`config.mk`:
```
export PLATFORM = sky130hd
export DESIGN_NAME = f8_core
export DESIGN_NICKNAME = d
export VERILOG_FILES = /design/src/verilog/f8_pkg.sv /design/src/verilog/f8_alu.sv /design/src/verilog/f8_regfile.sv /design/src/verilog/f8_fetch.sv /design/src/verilog/f8_execute.sv /design/src/verilog/f8_core.sv
export SDC_FILE = /design/constraint.sdc
export NUM_CORES = 1
export LEC_CHECK = 0
export BUFFER_PORTS_ARGS = -buffer_cell sky130_fd_sc_hd__buf_4
export CORE_MARGIN = 2
export CORE_UTILIZATION = 58
export DETAILED_ROUTE_END_ITERATION = 16
export PLACE_DENSITY_LB_ADDON = 0.05
export SLEW_MARGIN = 0
export SYNTH_ARGS = -nofsm -noshare
export SYNTH_HDL_FRONTEND = slang
export SYNTH_SLANG_ARGS = --single-unit
```
`constraint.sdc`:
```
create_clock -name clk -period 12.2 [get_ports clk]
set_clock_uncertainty 0.15 [all_clocks]
set_input_delay 1.83 -clock clk [delete_from_list [all_inputs] [get_ports clk]]
set_output_delay 1.83 -clock clk [all_outputs]
set_load 0.1 [all_outputs]
```
`src/verilog/f8_pkg.sv`:
```
package f8_pkg;

	typedef logic [7:0] byte_t;
	typedef logic [15:0] word_t;

	// opcode in byte 0, operands little-endian in bytes 1 and 2
	typedef logic [23:0] inst_t;

	typedef logic [2:0] flags_t;

	localparam int FLAG_C = 0;
	localparam int FLAG_Z = 1;
	localparam int FLAG_N = 2;

	localparam logic REG_X = 1'b0;
	localparam logic REG_Y = 1'b1;

	// unlisted encodings run as 1-byte nops
	typedef enum logic [7:0] {
		OP_NOP = 8'h00,

		// 2 bytes, immediate operand on xl
		OP_ADD_XL_IMMD = 8'h10,
		OP_ADC_XL_IMMD = 8'h11,
		OP_SUB_XL_IMMD = 8'h12,
		OP_SBC_XL_IMMD = 8'h13,
		OP_AND_XL_IMMD = 8'h14,
		OP_OR_XL_IMMD = 8'h15,
		OP_XOR_XL_IMMD = 8'h16,
		OP_CP_XL_IMMD = 8'h17,

		OP_LD_XL_IMMD = 8'h80,
		OP_LD_XL_DIR = 8'h81,
		OP_LD_XL_IY = 8'h82,
		OP_LD_DIR_XL = 8'h83,

		OP_JP_IMMD = 8'h90,
		OP_JR_D = 8'h91,
		OP_JRZ_D = 8'h92,
		OP_JRNZ_D = 8'h93,
		OP_JRC_D = 8'h94,
		OP_JRNC_D = 8'h95,

		OP_LDW_Y_IMMD = 8'hc0,
		OP_ADDW_Y_IMMD = 8'hc1,
		OP_LDW_DIR_Y = 8'hc3,

		OP_TRAP = 8'hff
	} opcode_t;

	typedef enum logic [3:0] {
		ALU_PASS,
		ALU_ADD,
		ALU_ADC,
		ALU_SUB,
		ALU_SBC,
		ALU_AND,
		ALU_OR,
		ALU_XOR,
		ALU_PASSW,
		ALU_ADDW
	} alu_op_t;

endpackage

```
`src/verilog/f8_alu.sv`:
```
`timescale 1ns/10ps

module f8_alu (
	input  f8_pkg::alu_op_t op,
	input  f8_pkg::word_t a,
	input  f8_pkg::word_t b,
	input  logic carry_in,
	output f8_pkg::word_t result,
	output f8_pkg::flags_t flags
);
	import f8_pkg::*;

	logic cin;
	logic sub;
	logic wide;
	byte_t b8;
	logic [8:0] sum8;
	logic [16:0] sum16;

	// plain add and sub start from a fixed carry, adc and sbc chain it
	always_comb
	begin
		case (op)
			ALU_ADD: cin = 1'b0;
			ALU_SUB: cin = 1'b1;
			default: cin = carry_in;
		endcase
	end

	// subtract is a + ~b + cin, carry set means no borrow
	assign sub = (op == ALU_SUB) || (op == ALU_SBC);
	assign b8 = sub ? ~b[7:0] : b[7:0];
	assign sum8 = {1'b0, a[7:0]} + {1'b0, b8} + {8'h00, cin};
	assign sum16 = {1'b0, a} + {1'b0, b};
	assign wide = (op == ALU_PASSW) || (op == ALU_ADDW);

	always_comb
	begin
		// high byte passes through on byte ops
		result = a;
		flags[FLAG_C] = 1'b0;
		case (op)
			ALU_ADD, ALU_ADC, ALU_SUB, ALU_SBC:
			begin
				result[7:0] = sum8[7:0];
				flags[FLAG_C] = sum8[8];
			end
			ALU_AND:
				result[7:0] = a[7:0] & b[7:0];
			ALU_OR:
				result[7:0] = a[7:0] | b[7:0];
			ALU_XOR:
				result[7:0] = a[7:0] ^ b[7:0];
			ALU_ADDW:
			begin
				result = sum16[15:0];
				flags[FLAG_C] = sum16[16];
			end
			default:
				result = a;
		endcase
		flags[FLAG_Z] = wide ? (result == 16'h0000) : (result[7:0] == 8'h00);
		flags[FLAG_N] = wide ? result[15] : result[7];
	end

endmodule

```
`src/verilog/f8_regfile.sv`:
```
`timescale 1ns/10ps

module f8_regfile (
	input  logic clk,
	input  logic addr,
	input  f8_pkg::word_t data,
	input  logic [1:0] write_en,
	output f8_pkg::word_t x,
	output f8_pkg::word_t y,
	output f8_pkg::word_t next_y
);
	import f8_pkg::*;

	word_t regs [2];
	logic y_sel;

	assign x = regs[REG_X];
	assign y = regs[REG_Y];

	// y after this clock, so a load through y can follow ldw y directly
	assign y_sel = (addr == REG_Y);
	assign next_y = {
		(y_sel && write_en[1]) ? data[15:8] : regs[REG_Y][15:8],
		(y_sel && write_en[0]) ? data[7:0] : regs[REG_Y][7:0]
	};

	always_ff @(posedge clk)
	begin
		if (write_en[0])
			regs[addr][7:0] <= data[7:0];
		if (write_en[1])
			regs[addr][15:8] <= data[15:8];
	end

endmodule

```
`src/verilog/f8_fetch.sv`:
```
`timescale 1ns/10ps

module f8_fetch #(
	parameter f8_pkg::word_t RESET_PC = 16'h4000
) (
	input  logic clk,
	input  logic reset,
	input  f8_pkg::inst_t iread_data,
	input  f8_pkg::flags_t next_flags,
	input  f8_pkg::word_t next_y,
	output f8_pkg::word_t iread_addr,
	output f8_pkg::word_t dread_addr,
	output f8_pkg::inst_t inst,
	output f8_pkg::word_t pc
);
	import f8_pkg::*;

	// address of the bytes now on iread_data
	word_t fetch_pc;
	word_t next_pc;
	word_t rel_target;
	opcode_t fetch_op;
	logic [1:0] len;
	logic taken;

	assign fetch_op = opcode_t'(iread_data[7:0]);
	assign rel_target = fetch_pc + {{8{iread_data[15]}}, iread_data[15:8]};

	always_comb
	begin
		case (fetch_op)
			OP_ADD_XL_IMMD, OP_ADC_XL_IMMD, OP_SUB_XL_IMMD, OP_SBC_XL_IMMD,
			OP_AND_XL_IMMD, OP_OR_XL_IMMD, OP_XOR_XL_IMMD, OP_CP_XL_IMMD,
			OP_LD_XL_IMMD, OP_JR_D, OP_JRZ_D, OP_JRNZ_D, OP_JRC_D, OP_JRNC_D:
				len = 2'd2;
			OP_LD_XL_DIR, OP_LD_DIR_XL, OP_JP_IMMD,
			OP_LDW_Y_IMMD, OP_ADDW_Y_IMMD, OP_LDW_DIR_Y:
				len = 2'd3;
			default:
				len = 2'd1;
		endcase
	end

	// flags as left by the instruction executing this cycle
	always_comb
	begin
		case (fetch_op)
			OP_JR_D: taken = 1'b1;
			OP_JRZ_D: taken = next_flags[FLAG_Z];
			OP_JRNZ_D: taken = !next_flags[FLAG_Z];
			OP_JRC_D: taken = next_flags[FLAG_C];
			OP_JRNC_D: taken = !next_flags[FLAG_C];
			default: taken = 1'b0;
		endcase
	end

	always_comb
	begin
		if (reset)
			next_pc = RESET_PC;
		else if (fetch_op == OP_JP_IMMD)
			next_pc = iread_data[23:8];
		else if (taken)
			next_pc = rel_target;
		else
			next_pc = fetch_pc + {14'd0, len};
	end

	assign iread_addr = next_pc;

	// data prefetch, read back while the load executes
	assign dread_addr = (fetch_op == OP_LD_XL_IY) ? next_y : iread_data[23:8];

	always_ff @(posedge clk)
	begin
		fetch_pc <= next_pc;
		pc <= fetch_pc;
		if (reset)
			inst <= {16'h0000, OP_NOP};
		else
			inst <= iread_data;
	end

endmodule

```
`src/verilog/f8_execute.sv`:
```
`timescale 1ns/10ps

module f8_execute (
	input  logic clk,
	input  logic reset,
	input  f8_pkg::inst_t inst,
	input  f8_pkg::word_t pc,
	input  f8_pkg::word_t x,
	input  f8_pkg::word_t y,
	input  f8_pkg::word_t dread_data,
	input  f8_pkg::word_t alu_result,
	input  f8_pkg::flags_t alu_flags,
	output f8_pkg::alu_op_t alu_op,
	output f8_pkg::word_t alu_a,
	output f8_pkg::word_t alu_b,
	output logic carry_in,
	output logic reg_addr,
	output f8_pkg::word_t reg_data,
	output logic [1:0] reg_en,
	output f8_pkg::flags_t next_flags,
	output f8_pkg::word_t dwrite_addr,
	output f8_pkg::word_t dwrite_data,
	output logic [1:0] dwrite_en,
	output logic trap
);
	import f8_pkg::*;

	opcode_t opcode;
	byte_t imm8;
	word_t imm16;
	flags_t flags;
	logic set_c;
	logic set_zn;

	assign opcode = opcode_t'(inst[7:0]);
	assign imm8 = inst[15:8];
	assign imm16 = inst[23:8];

	always_comb
	begin
		// idle ALU just carries the instruction address
		alu_op = ALU_PASSW;
		alu_a = pc;
		alu_b = imm16;
		reg_addr = REG_X;
		reg_en = 2'b00;
		dwrite_en = 2'b00;
		set_c = 1'b0;
		set_zn = 1'b0;
		case (opcode)
			OP_ADD_XL_IMMD, OP_ADC_XL_IMMD, OP_SUB_XL_IMMD, OP_SBC_XL_IMMD,
			OP_AND_XL_IMMD, OP_OR_XL_IMMD, OP_XOR_XL_IMMD, OP_CP_XL_IMMD:
			begin
				case (opcode)
					OP_ADD_XL_IMMD: alu_op = ALU_ADD;
					OP_ADC_XL_IMMD: alu_op = ALU_ADC;
					OP_SUB_XL_IMMD, OP_CP_XL_IMMD: alu_op = ALU_SUB;
					OP_SBC_XL_IMMD: alu_op = ALU_SBC;
					OP_AND_XL_IMMD: alu_op = ALU_AND;
					OP_OR_XL_IMMD: alu_op = ALU_OR;
					default: alu_op = ALU_XOR;
				endcase
				alu_a = x;
				alu_b = {8'h00, imm8};
				set_c = 1'b1;
				set_zn = 1'b1;
				// cp only compares
				if (opcode != OP_CP_XL_IMMD)
					reg_en = 2'b01;
			end
			OP_LD_XL_IMMD, OP_LD_XL_DIR, OP_LD_XL_IY:
			begin
				alu_op = ALU_PASS;
				alu_a = (opcode == OP_LD_XL_IMMD) ? {8'h00, imm8} : dread_data;
				reg_en = 2'b01;
				set_zn = 1'b1;
			end
			OP_LD_DIR_XL:
			begin
				alu_op = ALU_PASS;
				alu_a = x;
				dwrite_en = 2'b01;
			end
			OP_LDW_Y_IMMD, OP_ADDW_Y_IMMD:
			begin
				alu_op = (opcode == OP_ADDW_Y_IMMD) ? ALU_ADDW : ALU_PASSW;
				alu_a = (opcode == OP_ADDW_Y_IMMD) ? y : imm16;
				reg_addr = REG_Y;
				reg_en = 2'b11;
				set_c = (opcode == OP_ADDW_Y_IMMD);
				set_zn = 1'b1;
			end
			OP_LDW_DIR_Y:
			begin
				alu_a = y;
				dwrite_en = 2'b11;
			end
			default:
			begin
				alu_op = ALU_PASSW;
			end
		endcase
	end

	assign reg_data = alu_result;
	assign dwrite_data = alu_result;
	assign dwrite_addr = imm16;
	assign carry_in = flags[FLAG_C];
	assign trap = (opcode == OP_TRAP);

	always_comb
	begin
		next_flags = flags;
		if (set_c)
			next_flags[FLAG_C] = alu_flags[FLAG_C];
		if (set_zn)
		begin
			next_flags[FLAG_Z] = alu_flags[FLAG_Z];
			next_flags[FLAG_N] = alu_flags[FLAG_N];
		end
	end

	always_ff @(posedge clk)
	begin
		if (reset)
			flags <= '0;
		else
			flags <= next_flags;
	end

endmodule

```
`src/verilog/f8_core.sv`:
```
`timescale 1ns/10ps

module f8_core #(
	parameter f8_pkg::word_t RESET_PC = 16'h4000
) (
	input  logic clk,
	input  logic reset,
	output f8_pkg::word_t iread_addr,
	input  f8_pkg::inst_t iread_data,
	output f8_pkg::word_t dread_addr,
	input  f8_pkg::word_t dread_data,
	output f8_pkg::word_t dwrite_addr,
	output f8_pkg::word_t dwrite_data,
	output logic [1:0] dwrite_en,
	output logic trap
);
	import f8_pkg::*;

	inst_t inst;
	word_t pc;
	flags_t next_flags;
	word_t x;
	word_t y;
	word_t next_y;
	logic reg_addr;
	word_t reg_data;
	logic [1:0] reg_en;
	alu_op_t alu_op;
	word_t alu_a;
	word_t alu_b;
	logic carry_in;
	word_t alu_result;
	flags_t alu_flags;

	f8_fetch #(
		.RESET_PC(RESET_PC)
	) fetch (
		.clk(clk),
		.reset(reset),
		.iread_data(iread_data),
		.next_flags(next_flags),
		.next_y(next_y),
		.iread_addr(iread_addr),
		.dread_addr(dread_addr),
		.inst(inst),
		.pc(pc)
	);

	f8_execute execute (
		.clk(clk),
		.reset(reset),
		.inst(inst),
		.pc(pc),
		.x(x),
		.y(y),
		.dread_data(dread_data),
		.alu_result(alu_result),
		.alu_flags(alu_flags),
		.alu_op(alu_op),
		.alu_a(alu_a),
		.alu_b(alu_b),
		.carry_in(carry_in),
		.reg_addr(reg_addr),
		.reg_data(reg_data),
		.reg_en(reg_en),
		.next_flags(next_flags),
		.dwrite_addr(dwrite_addr),
		.dwrite_data(dwrite_data),
		.dwrite_en(dwrite_en),
		.trap(trap)
	);

	f8_regfile regfile (
		.clk(clk),
		.addr(reg_addr),
		.data(reg_data),
		.write_en(reg_en),
		.x(x),
		.y(y),
		.next_y(next_y)
	);

	f8_alu alu (
		.op(alu_op),
		.a(alu_a),
		.b(alu_b),
		.carry_in(carry_in),
		.result(alu_result),
		.flags(alu_flags)
	);

endmodule

```
==> reports/qor.csv, run 1 <==
stage;metric;value;unit
clocking;CTS root buf;clkbuf_16;
sta;slew margin rel.;24.4;%
yosys;Seq cells post-synth;90;
layout;synthesis-to-finish area growth;15.8;%
outcome;outcome;finished clean;
clocking;Max clock buf depth;2;
global_route;GR Layer Usage met3;7.41;%
clocking;worst skew pair latency;0.35;ns
sta;fin crit share;95.3;%
critical_path;slowest cell on the critical path;or4b_1;
global_route;met1 GRT Util;49.3;%
clocking;CTS tree;done;
clocking;H-tree depth;3;
yosys;Synth Cell Area;7080;sq um
critical_path;Crit Path Max Fanout;7;
layout;most frequent cells in the layout;buf_4 (121), nand2_1 (76), nor2_1 (61), a21oi_1 (58), dfxtp_1 (58);
global_route;initial antenna violation count;0;
route;wire length per cell;20.6;um
critical_path;kind of critical path;input pin to output pin;
route;drt total wl;22200;um
clocking;# hold bufs at CTS;0;
yosys;Post-synth ARST share;0;%
yosys;Synth Flop Type;dfxtp_1;
route;Remaining DRCs;0;
worst_hold_path;HP Class;flip-flop to flip-flop;
clocking;post-CTS setup buffers;0;
power_and_ir_drop;Leakage Power;0.00352;uW
critical_path;Crit path top cell by count;o21ai_0;
critical_path;r2r worst-path depth;33;
yosys;Post-synth EDFFs;32;
placed_design;GP Congestion;0.967;
yosys;Mean Syn Cell Area;8.31;sq um
clocking;clock transition at the registers of the reported paths;0.07;ns
die;core area;12000;sq um
yosys;Syn. warnings;0;
layout;Nets;1018;
route;Vias/cell;6.35;
worst_hold_path;worst hold path depth;0;
global_route;vias in the first global route;6515;
global_route;GR Util All Layers;34.3;%
yosys;register area share after synthesis;30.0;%
route;total number of vias;6844;
yosys;distinct cell type count after synthesis;83;
clocking;clk sinks;90;
layout;most common cell after layout, fill and taps aside;buf_4;
layout;# diodes;0;
critical_path;Crit path max-delay family;compound AO/OA/AOI/OAI gates;
global_route;Remaining Overflow, GRT;0;
sta;Worst-Margin Slew;1.13;ns
sta;Final TNS setup;0;ns
power_and_ir_drop;pwr dens;109;nW/um^2
die;Initial Util;59.2;%
critical_path;CP bufs+invs;3;
power_and_ir_drop;maximum vdd ir drop;83.4;uV
sta;setup ws final;0.572;ns
global_route;most crowded layer after global routing;met2;
route;DRT Pass-1 Iters;5;
placed_design;HPWL after DPL;16800;um
global_route;first-pass GRT wire length;34800;um
layout;share of cells above drive strength 1;17.3;%
die;die area;13100;sq um
clocking;total CTS buffers;9;
sta;max-slew violation count;0;
sta;RSZ-0062 raised after global routing;false;
critical_path;CP required;10.22;ns
sta;Setup-failing EPs final;0;
yosys;cells after synthesis;852;
global_route;met2 usage in global routing;51.1;%
global_route;largest net degree at the start of global routing;52;
route;post-route ant nets;0;
critical_path;element type at the critical path end;output pin;
placed_design;port bufs;108;
die;num rows;40;
run;Max-cap violations;0;
die;I/O pin total;109;
placed_design;post-place setup slack;0.429;ns
critical_path;number of stages on the worst setup path;34;
sta;Hold Violations, Final;0;
die;Die X;115;um
route;Iteration-0 DRC Markers;722;
critical_path;Worst setup SP type;input pin;
sta;Max Freq;0.0860;GHz
die;Die H;115;um
critical_path;critical path's largest stage delay;0.56;ns
critical_path;CP Data Arrival Time;9.65;ns
sta;minimum clock period;11.63;ns
[stage by stage]
step | total power, uW | std cells | hold WS, ns | cell area [sq um] | util [%]
after global placement | 609 | 1062 | 0.198 | 7890 | 66.0
after global routing | 927 | 1078 | 0.218 | 8200 | 68.6
final | 894 | 1078 | 0.214 | 8200 | 68.6
after detailed placement | 615 | 1062 | 0.197 | 7890 | 66.0
after floorplan | 546 | 859 | 0.187 | 7120 | -
after CTS | 891 | 1078 | 0.208 | 8180 | 68.4
[routing by layer]
layer  share of wire (%)  wire length, um
met1                  45             9880
met2                  44             9680
met3                 9.0             1990
met4                 2.7              602
met5                   0                0
[layout make-up]
type	instances	area (sq um)
fillers	1009	3760
clock inverters	5	60.1
well taps	147	184
multi-input cells	665	4550
repair buffers	121	908
clock buffers	11	233
flip-flops and latches	90	2120
inverters	39	146
[logic make-up (layout without fill, tap and decap cells)]
| group | count (synthesis) | in the layout | share of synthesized area [%] |
|---|---|---|---|
| muxes | 22 | 22 | 3.23 |
| DFF | 90 | 90 | 30.0 |
| and+or+nand+nor | 302 | 302 | 22.3 |
| other | 1 | 8 | 0.0530 |
| xor gates and xnor gates | 30 | 30 | 3.71 |
| adders and majority gates | 50 | 50 | 9.26 |
| buffers and inverters | 104 | 176 | 6.66 |
| AOI/OAI and AO/OA | 253 | 253 | 24.8 |
[path summary, 6_finish.rpt]
kind / startpoint / end / slack (ns)
setup reg to reg: fetch.inst[4] / fetch.fetch_pc[14] / 3.16
setup / recovery: dread_data[0] / iread_addr[14] / 0.57
hold / removal: fetch.fetch_pc[9] / fetch.pc[9] / 0.21
hold reg to reg: fetch.fetch_pc[9] / fetch.pc[9] / 0.21
[registers in the layout, indices dropped and copies added (netlist names)]
name / cells
execute.flags: 2
fetch.fetch_pc: 16
fetch.inst: 24
fetch.pc: 16
regfile.regs: 32
[cells in the mapped netlist (9+ instances only)]
library cell / instances / area share, %
nor2_1: 62 / 3.3
clkbuf_1: 35 / 1.9
o21ai_0: 50 / 3.5
a21o_1: 16 / 1.7
xnor2_1: 23 / 2.8
a221oi_1: 13 / 1.6
a221o_1: 11 / 1.6
buf_4: 18 / 1.9
dfxtp_1: 58 / 16
nand2_1: 76 / 4.0
and3_1: 10 / 0.88
nand2b_1: 9 / 0.79
a21oi_1: 59 / 4.2
mux2i_1: 18 / 2.5
nor2b_1: 46 / 4.1
nor3_1: 16 / 1.1
a211oi_1: 16 / 1.7
inv_1: 37 / 2.0
nor3b_1: 15 / 1.6
ha_1: 46 / 8.1
and2_1: 19 / 1.7
edfxtp_1: 32 / 14
nand3_1: 15 / 1.1
[repair_timing]
action	in CTS	in global routing
setup endpoints to repair	0	4
resized for setup	0	5
hold endpoints to repair	0	0
[worst register-to-register path, delay by kind of cell, from the launching register on]
family,cells,cell delay (ns)
buffers and inverters,3,0.47
AOI/OAI and AO/OA,17,4.20
DFF,1,0.38
adders and majority gates,2,0.73
muxes,1,0.34
xor gates and xnor gates,1,0.14
and+or+nand+nor,9,2.54
[where the power goes]
part / leakage, uW / switching (uW) / total, uW / internal, uW
clock: 0.000145 / 119 / 280 / 161
combinational: 0.00259 / 194 / 277 / 82.9
sequential: 0.000786 / 12.6 / 337 / 324
No activity file was read; power rests on OpenSTA's default activity.
==> inputs of run 2 (changes only) <==
CORE_UTILIZATION = 30   (was 58)
==> run 2 against run 1 <==
Core utilization shrank 32 points. Critical endpoint unchanged. Via count shrank 3.2%. First-iteration DRC count shrank 48%. Die area grew 90%. Non-clock buffer count grew 2. Final cell count grew 16%.
==> reports/qor.csv, run 2 (synthesized netlist as in run 1, its figures left out) <==
stage;metric;value;unit
outcome;outcome;finished clean;
critical_path;slowest cell on the critical path;or4b_1;
sta;Final TNS setup;0;ns
layout;footprint of the multi-input gates;4550;sq um
worst_hold_path;worst hold path depth;0;
sta;Max Freq;0.0864;GHz
die;core area;23300;sq um
die;die area;24900;sq um
clocking;Max clock buf depth;2;
layout;cell area after layout;8440;sq um
critical_path;r2r worst-path depth;32;
route;Vias/cell;5.29;
run;Max-cap violations;0;
sta;RSZ-0062 raised after global routing;false;
placed_design;GP Congestion;0.841;
placed_design;placed cells;1236;
layout;Non-Filler Instances;1252;
layout;fillers;2468;
layout;biggest registers after layout;regfile.regs x32, fetch.inst x24;
sta;fin crit share;94.8;%
clocking;# hold bufs at CTS;0;
clocking;total CTS buffers;9;
route;met3 routed WL;930;um
placed_design;DP Area;8120;sq um
critical_path;element type at the critical path end;output pin;
global_route;GR Util All Layers;20.4;%
sta;WHS;0.215;ns
route;Remaining DRCs;0;
clocking;CTS tree;done;
layout;most common cell after layout, fill and taps aside;buf_4;
layout;most frequent cells in the layout;buf_4 (123), nand2_1 (76), nor2_1 (61), a21oi_1 (58), dfxtp_1 (57);
route;drt total wl;25300;um
clocking;worst skew pair latency;0.35;ns
route;wire length per cell;20.2;um
global_route;first-pass GRT wire length;38500;um
die;Die H;158;um
die;Initial Util;30.4;%
route;Iteration-0 DRC Markers;376;
layout;Nets;1020;
layout;share of cells above drive strength 1;17.5;%
route;met1 wire length;12800;um
placed_design;port bufs;108;
critical_path;Worst setup SP type;input pin;
clocking;clock transition at the registers of the reported paths;0.07;ns
global_route;largest net degree at the start of global routing;49;
route;top sig layer;met4;
critical_path;Crit Path Max Fanout;7;
die;num rows;56;
critical_path;critical path's largest stage delay;0.54;ns
sta;Hold Violations, Final;0;
global_route;vias in the first global route;6424;
die;Die X;158;um
clocking;CTS root buf;clkbuf_16;
clocking;Gates resized, CTS repair;0;
clocking;clk sinks;90;
sta;max-slew violation count;0;
clocking;post-CTS setup buffers;0;
power_and_ir_drop;pwr dens;107;nW/um^2
route;total number of vias;6628;
layout;synthesis-to-finish area growth;19.1;%
placed_design;HPWL after DPL;19400;um
critical_path;kind of critical path;input pin to output pin;
layout;register name with the most flops;regfile.regs;
clocking;H-tree depth;3;
sta;minimum clock period;11.57;ns
layout;register area;2120;sq um
critical_path;CP Data Arrival Time;9.59;ns
power_and_ir_drop;maximum vdd ir drop;62.5;uV
sta;slew margin rel.;32.5;%
global_route;Remaining Overflow, GRT;0;
global_route;initial antenna violation count;0;
route;met2 routed WL;11200;um
worst_hold_path;HP Class;flip-flop to flip-flop;
critical_path;CP required;10.22;ns
layout;Largest register FFs;32;
layout;fin util;36.2;%
sta;Worst-Margin Slew;1.01;ns
critical_path;Crit path top cell by count;o21ai_0;
layout;# diodes;0;
power_and_ir_drop;Leakage Power;0.00352;uW
die;I/O pin total;109;
route;post-route ant nets;0;
critical_path;r2r setup slk;3.22;ns
route;DRT Pass-1 Iters;7;
sta;Setup-failing EPs final;0;
==> run 2: cell types whose count changed in the layout (fill, tap and decap cells not counted), moves of 2 or more <==
| cell | previous run | this run |
|---|---|---|
| a2111oi_1 | 4 | 2 |
| buf_4 | 121 | 123 |
| clkinv_4 | 0 | 2 |
| inv_4 | 2 | 0 |
| inv_6 | 2 | 0 |
==> run 2: stage by stage <==
| step | setup WS, ns | total power, uW |
|---|---|---|
| 2_1_floorplan | 0.356 | 546 |
| 3_3_place_gp | 0.437 | 623 |
| 3_5_place_dp | 0.481 | 623 |
| 4_1_cts | 0.422 | 904 |
| 5_1_grt | 0.0481 | 936 |
| 6_report | 0.632 | 899 |
==> run 2: worst paths after layout <==
path                          start            endpoint
hold reg to reg   fetch.fetch_pc[6]         fetch.pc[6]
setup reg to reg      fetch.inst[4]  fetch.fetch_pc[14]
setup / recovery      dread_data[0]      iread_addr[14]
hold / removal    fetch.fetch_pc[6]         fetch.pc[6]
==> run 2: per-layer routing <==
metal | track usage [%] | up-vias
met5 | 0 | -
met4 | 5.32 | 0
met3 | 2.11 | 22
met2 | 31.4 | 174
met1 | 30.3 | 3183
li1 | - | 3249
==> run 2: power by group <==
| group | switching [uW] | internal, uW |
|---|---|---|
| sequential | 15.4 | 324 |
| clock | 123 | 157 |
| combinational | 196 | 83.9 |
| total | 334 | 565 |
==> run 2: worst max-delay path: cells and delay by family <==
kind	cells	cell delay, ns
AOI/OAI and AO/OA	18	4.29
and+or+nand+nor	7	1.43
adders and majority gates	3	1.01
xor gates and xnor gates	2	0.37
buffers and inverters	2	0.35
muxes	1	0.33
==> run 2: final cells by class <==
| cell class | count | share of cell area (%) |
|---|---|---|
| clock inverters | 3 | 0.267 |
| clock buffers | 13 | 3.22 |
| multi-input cells | 665 | 53.9 |
| inverters | 39 | 1.74 |
| well taps | 319 | 4.73 |
| flip-flops and latches | 90 | 25.2 |
| repair buffers | 123 | 10.9 |
==> inputs of run 3 (changes only) <==
CORE_ASPECT_RATIO = 0.5   (was not set)
CTS_BUF_LIST = sky130_fd_sc_hd__clkbuf_8   (was not set)
==> run 3 against run 2 <==
Combinational power grew 1%. Clock power down 19%. Critical path depth unchanged. Via count is 1.2% higher. Non-clock buffer count rose by 5. Design area shrank 0.71%. Power decreased by 5.3%. Critical endpoint unchanged.
==> reports/qor.csv, run 3 (synthesized netlist as in run 1, its figures left out) <==
stage;metric;value;unit
route;Iteration-0 DRC Markers;490;
critical_path;CP required;10.22;ns
critical_path;Crit path top cell by count;o21ai_0;
critical_path;Worst setup SP type;input pin;
power_and_ir_drop;pwr dens;102;nW/um^2
layout;register name with the most flops;regfile.regs;
worst_hold_path;worst hold path depth;0;
global_route;Remaining Overflow, GRT;0;
layout;fillers;2363;
die;I/O pin total;109;
layout;footprint of the multi-input gates;4540;sq um
global_route;initial antenna violation count;1;
sta;Worst-Margin Slew;0.796;ns
power_and_ir_drop;maximum vdd ir drop;54.6;uV
power_and_ir_drop;Tot Pwr;851;uW
sta;Final TNS setup;0;ns
placed_design;HPWL after DPL;20800;um
die;Die X;221;um
placed_design;DP Area;8150;sq um
layout;most common cell after layout, fill and taps aside;buf_4;
clocking;CTS tree;done;
route;wire length per cell;21.3;um
clocking;post-CTS setup buffers;0;
die;Die H;113;um
power_and_ir_drop;Leakage Power;0.00351;uW
layout;biggest registers after layout;regfile.regs x32, fetch.inst x24;
sta;Setup-failing EPs final;0;
critical_path;reg2reg end;fetch.fetch_pc[14];
critical_path;r2r worst-path depth;34;
outcome;outcome;finished clean;
critical_path;critical path's largest stage delay;0.59;ns
sta;Hold Violations, Final;0;
sta;max-slew violation count;0;
layout;synthesis-to-finish area growth;18.3;%
die;core area;23000;sq um
worst_hold_path;HP Class;flip-flop to flip-flop;
clocking;# hold bufs at CTS;0;
die;Initial Util;30.8;%
clocking;worst skew pair latency;0.39;ns
worst_hold_path;Hold EP;fetch.pc[7];
layout;register area;2120;sq um
route;DRT Pass-1 Iters;5;
placed_design;port bufs;108;
sta;slew margin rel.;47.0;%
layout;most frequent cells in the layout;buf_4 (128), nand2_1 (76), nor2_1 (61), a21oi_1 (58), dfxtp_1 (57);
route;post-route ant nets;0;
clocking;clk sinks;90;
critical_path;element type at the critical path end;output pin;
sta;fin crit share;95.5;%
layout;share of cells above drive strength 1;18.0;%
clocking;CTS root buf;clkbuf_8;
global_route;first-pass GRT wire length;39500;um
die;num rows;39;
worst_hold_path;Worst Min Path Start;fetch.fetch_pc[7];
critical_path;slowest cell on the critical path;or4b_1;
clocking;Max clock buf depth;2;
run;Max-cap violations;0;
clocking;total CTS buffers;9;
layout;cell area after layout;8380;sq um
critical_path;r2r setup slk;3.13;ns
global_route;largest net degree at the start of global routing;43;
critical_path;Crit Path Max Fanout;7;
sta;minimum clock period;11.65;ns
die;die area;24900;sq um
critical_path;kind of critical path;input pin to output pin;
placed_design;post-place setup slack;0.525;ns
route;Vias/cell;5.38;
placed_design;GP Congestion;0.829;
critical_path;origin of the critical flop-to-flop path;fetch.inst[4];
global_route;vias in the first global route;6317;
route;total number of vias;6709;
sta;RSZ-0062 raised after global routing;false;
clocking;H-tree depth;3;
sta;setup ws final;0.553;ns
sta;Max Freq;0.0859;GHz
route;drt total wl;26600;um
critical_path;CP Data Arrival Time;9.67;ns
layout;Nets;1025;
clocking;clock transition at the registers of the reported paths;0.11;ns
route;Remaining DRCs;0;
global_route;GR Util All Layers;21.1;%
layout;Largest register FFs;32;
run 3: metal layers:
layer | vias up | part of all wire, % | GRT usage, %
li1 | 3249 | - | -
met1 | 3273 | 55 | 34.3
met2 | 180 | 39 | 28.7
met3 | 7 | 5.8 | 4.06
met4 | 0 | 0.39 | 2.60
met5 | - | 0 | 0
run 3: stage by stage:
step	hold slack [ns]	utilization, %	cells
floorplan	0.187	-	859
global placement	0.211	35.4	1229
detailed placement	0.203	35.4	1229
CTS	0.219	36.4	1245
global route	0.227	36.4	1245
finish	0.221	36.4	1246
run 3: area by class of cell:
type                       instances  share of cell area (%)
timing repair buffer             128                    11.5
multi-input combinational        665                    54.2
clock buffer                       9                    1.48
inverter                          39                    1.75
clock inverter                     7                    1.15
antenna                            1                  0.0299
sequential                        90                    25.4
tap                              307                    4.59
run 3: how the worst max path moves through the flow:
stage | from | to | cells after the start
2_1_floorplan | dread_data[0] | iread_addr[13] | 31
3_3_place_gp | dread_data[0] | iread_addr[14] | 36
3_5_place_dp | dread_data[0] | iread_addr[14] | 36
4_1_cts | dread_data[0] | iread_addr[14] | 36
5_1_grt | dread_data[0] | iread_addr[14] | 36
6_report | dread_data[1] | iread_addr[14] | 33
run 3: critical path, delay by kind of cell:
family | cells | cell delay [ns]
mux | 2 | 0.60
compound gates | 18 | 4.24
buf+inv | 3 | 0.41
simple gates | 6 | 1.35
xor+xnor | 2 | 0.33
fa+ha+maj | 2 | 0.88
run 3: timing repair:
item                                    in CTS  in global routing
endpoints found under the hold margin        0                  0
endpoints found under the setup margin       0                  1
gates resized for setup                      0                  1
run 3: power by group:
| group | switching, uW | internal (uW) | total, uW | leakage [uW] |
|---|---|---|---|---|
| combinational | 199 | 84.5 | 284 | 0.00262 |
| sequential | 16.3 | 324 | 340 | 0.000786 |
| clock | 126 | 101 | 227 | 0.000108 |
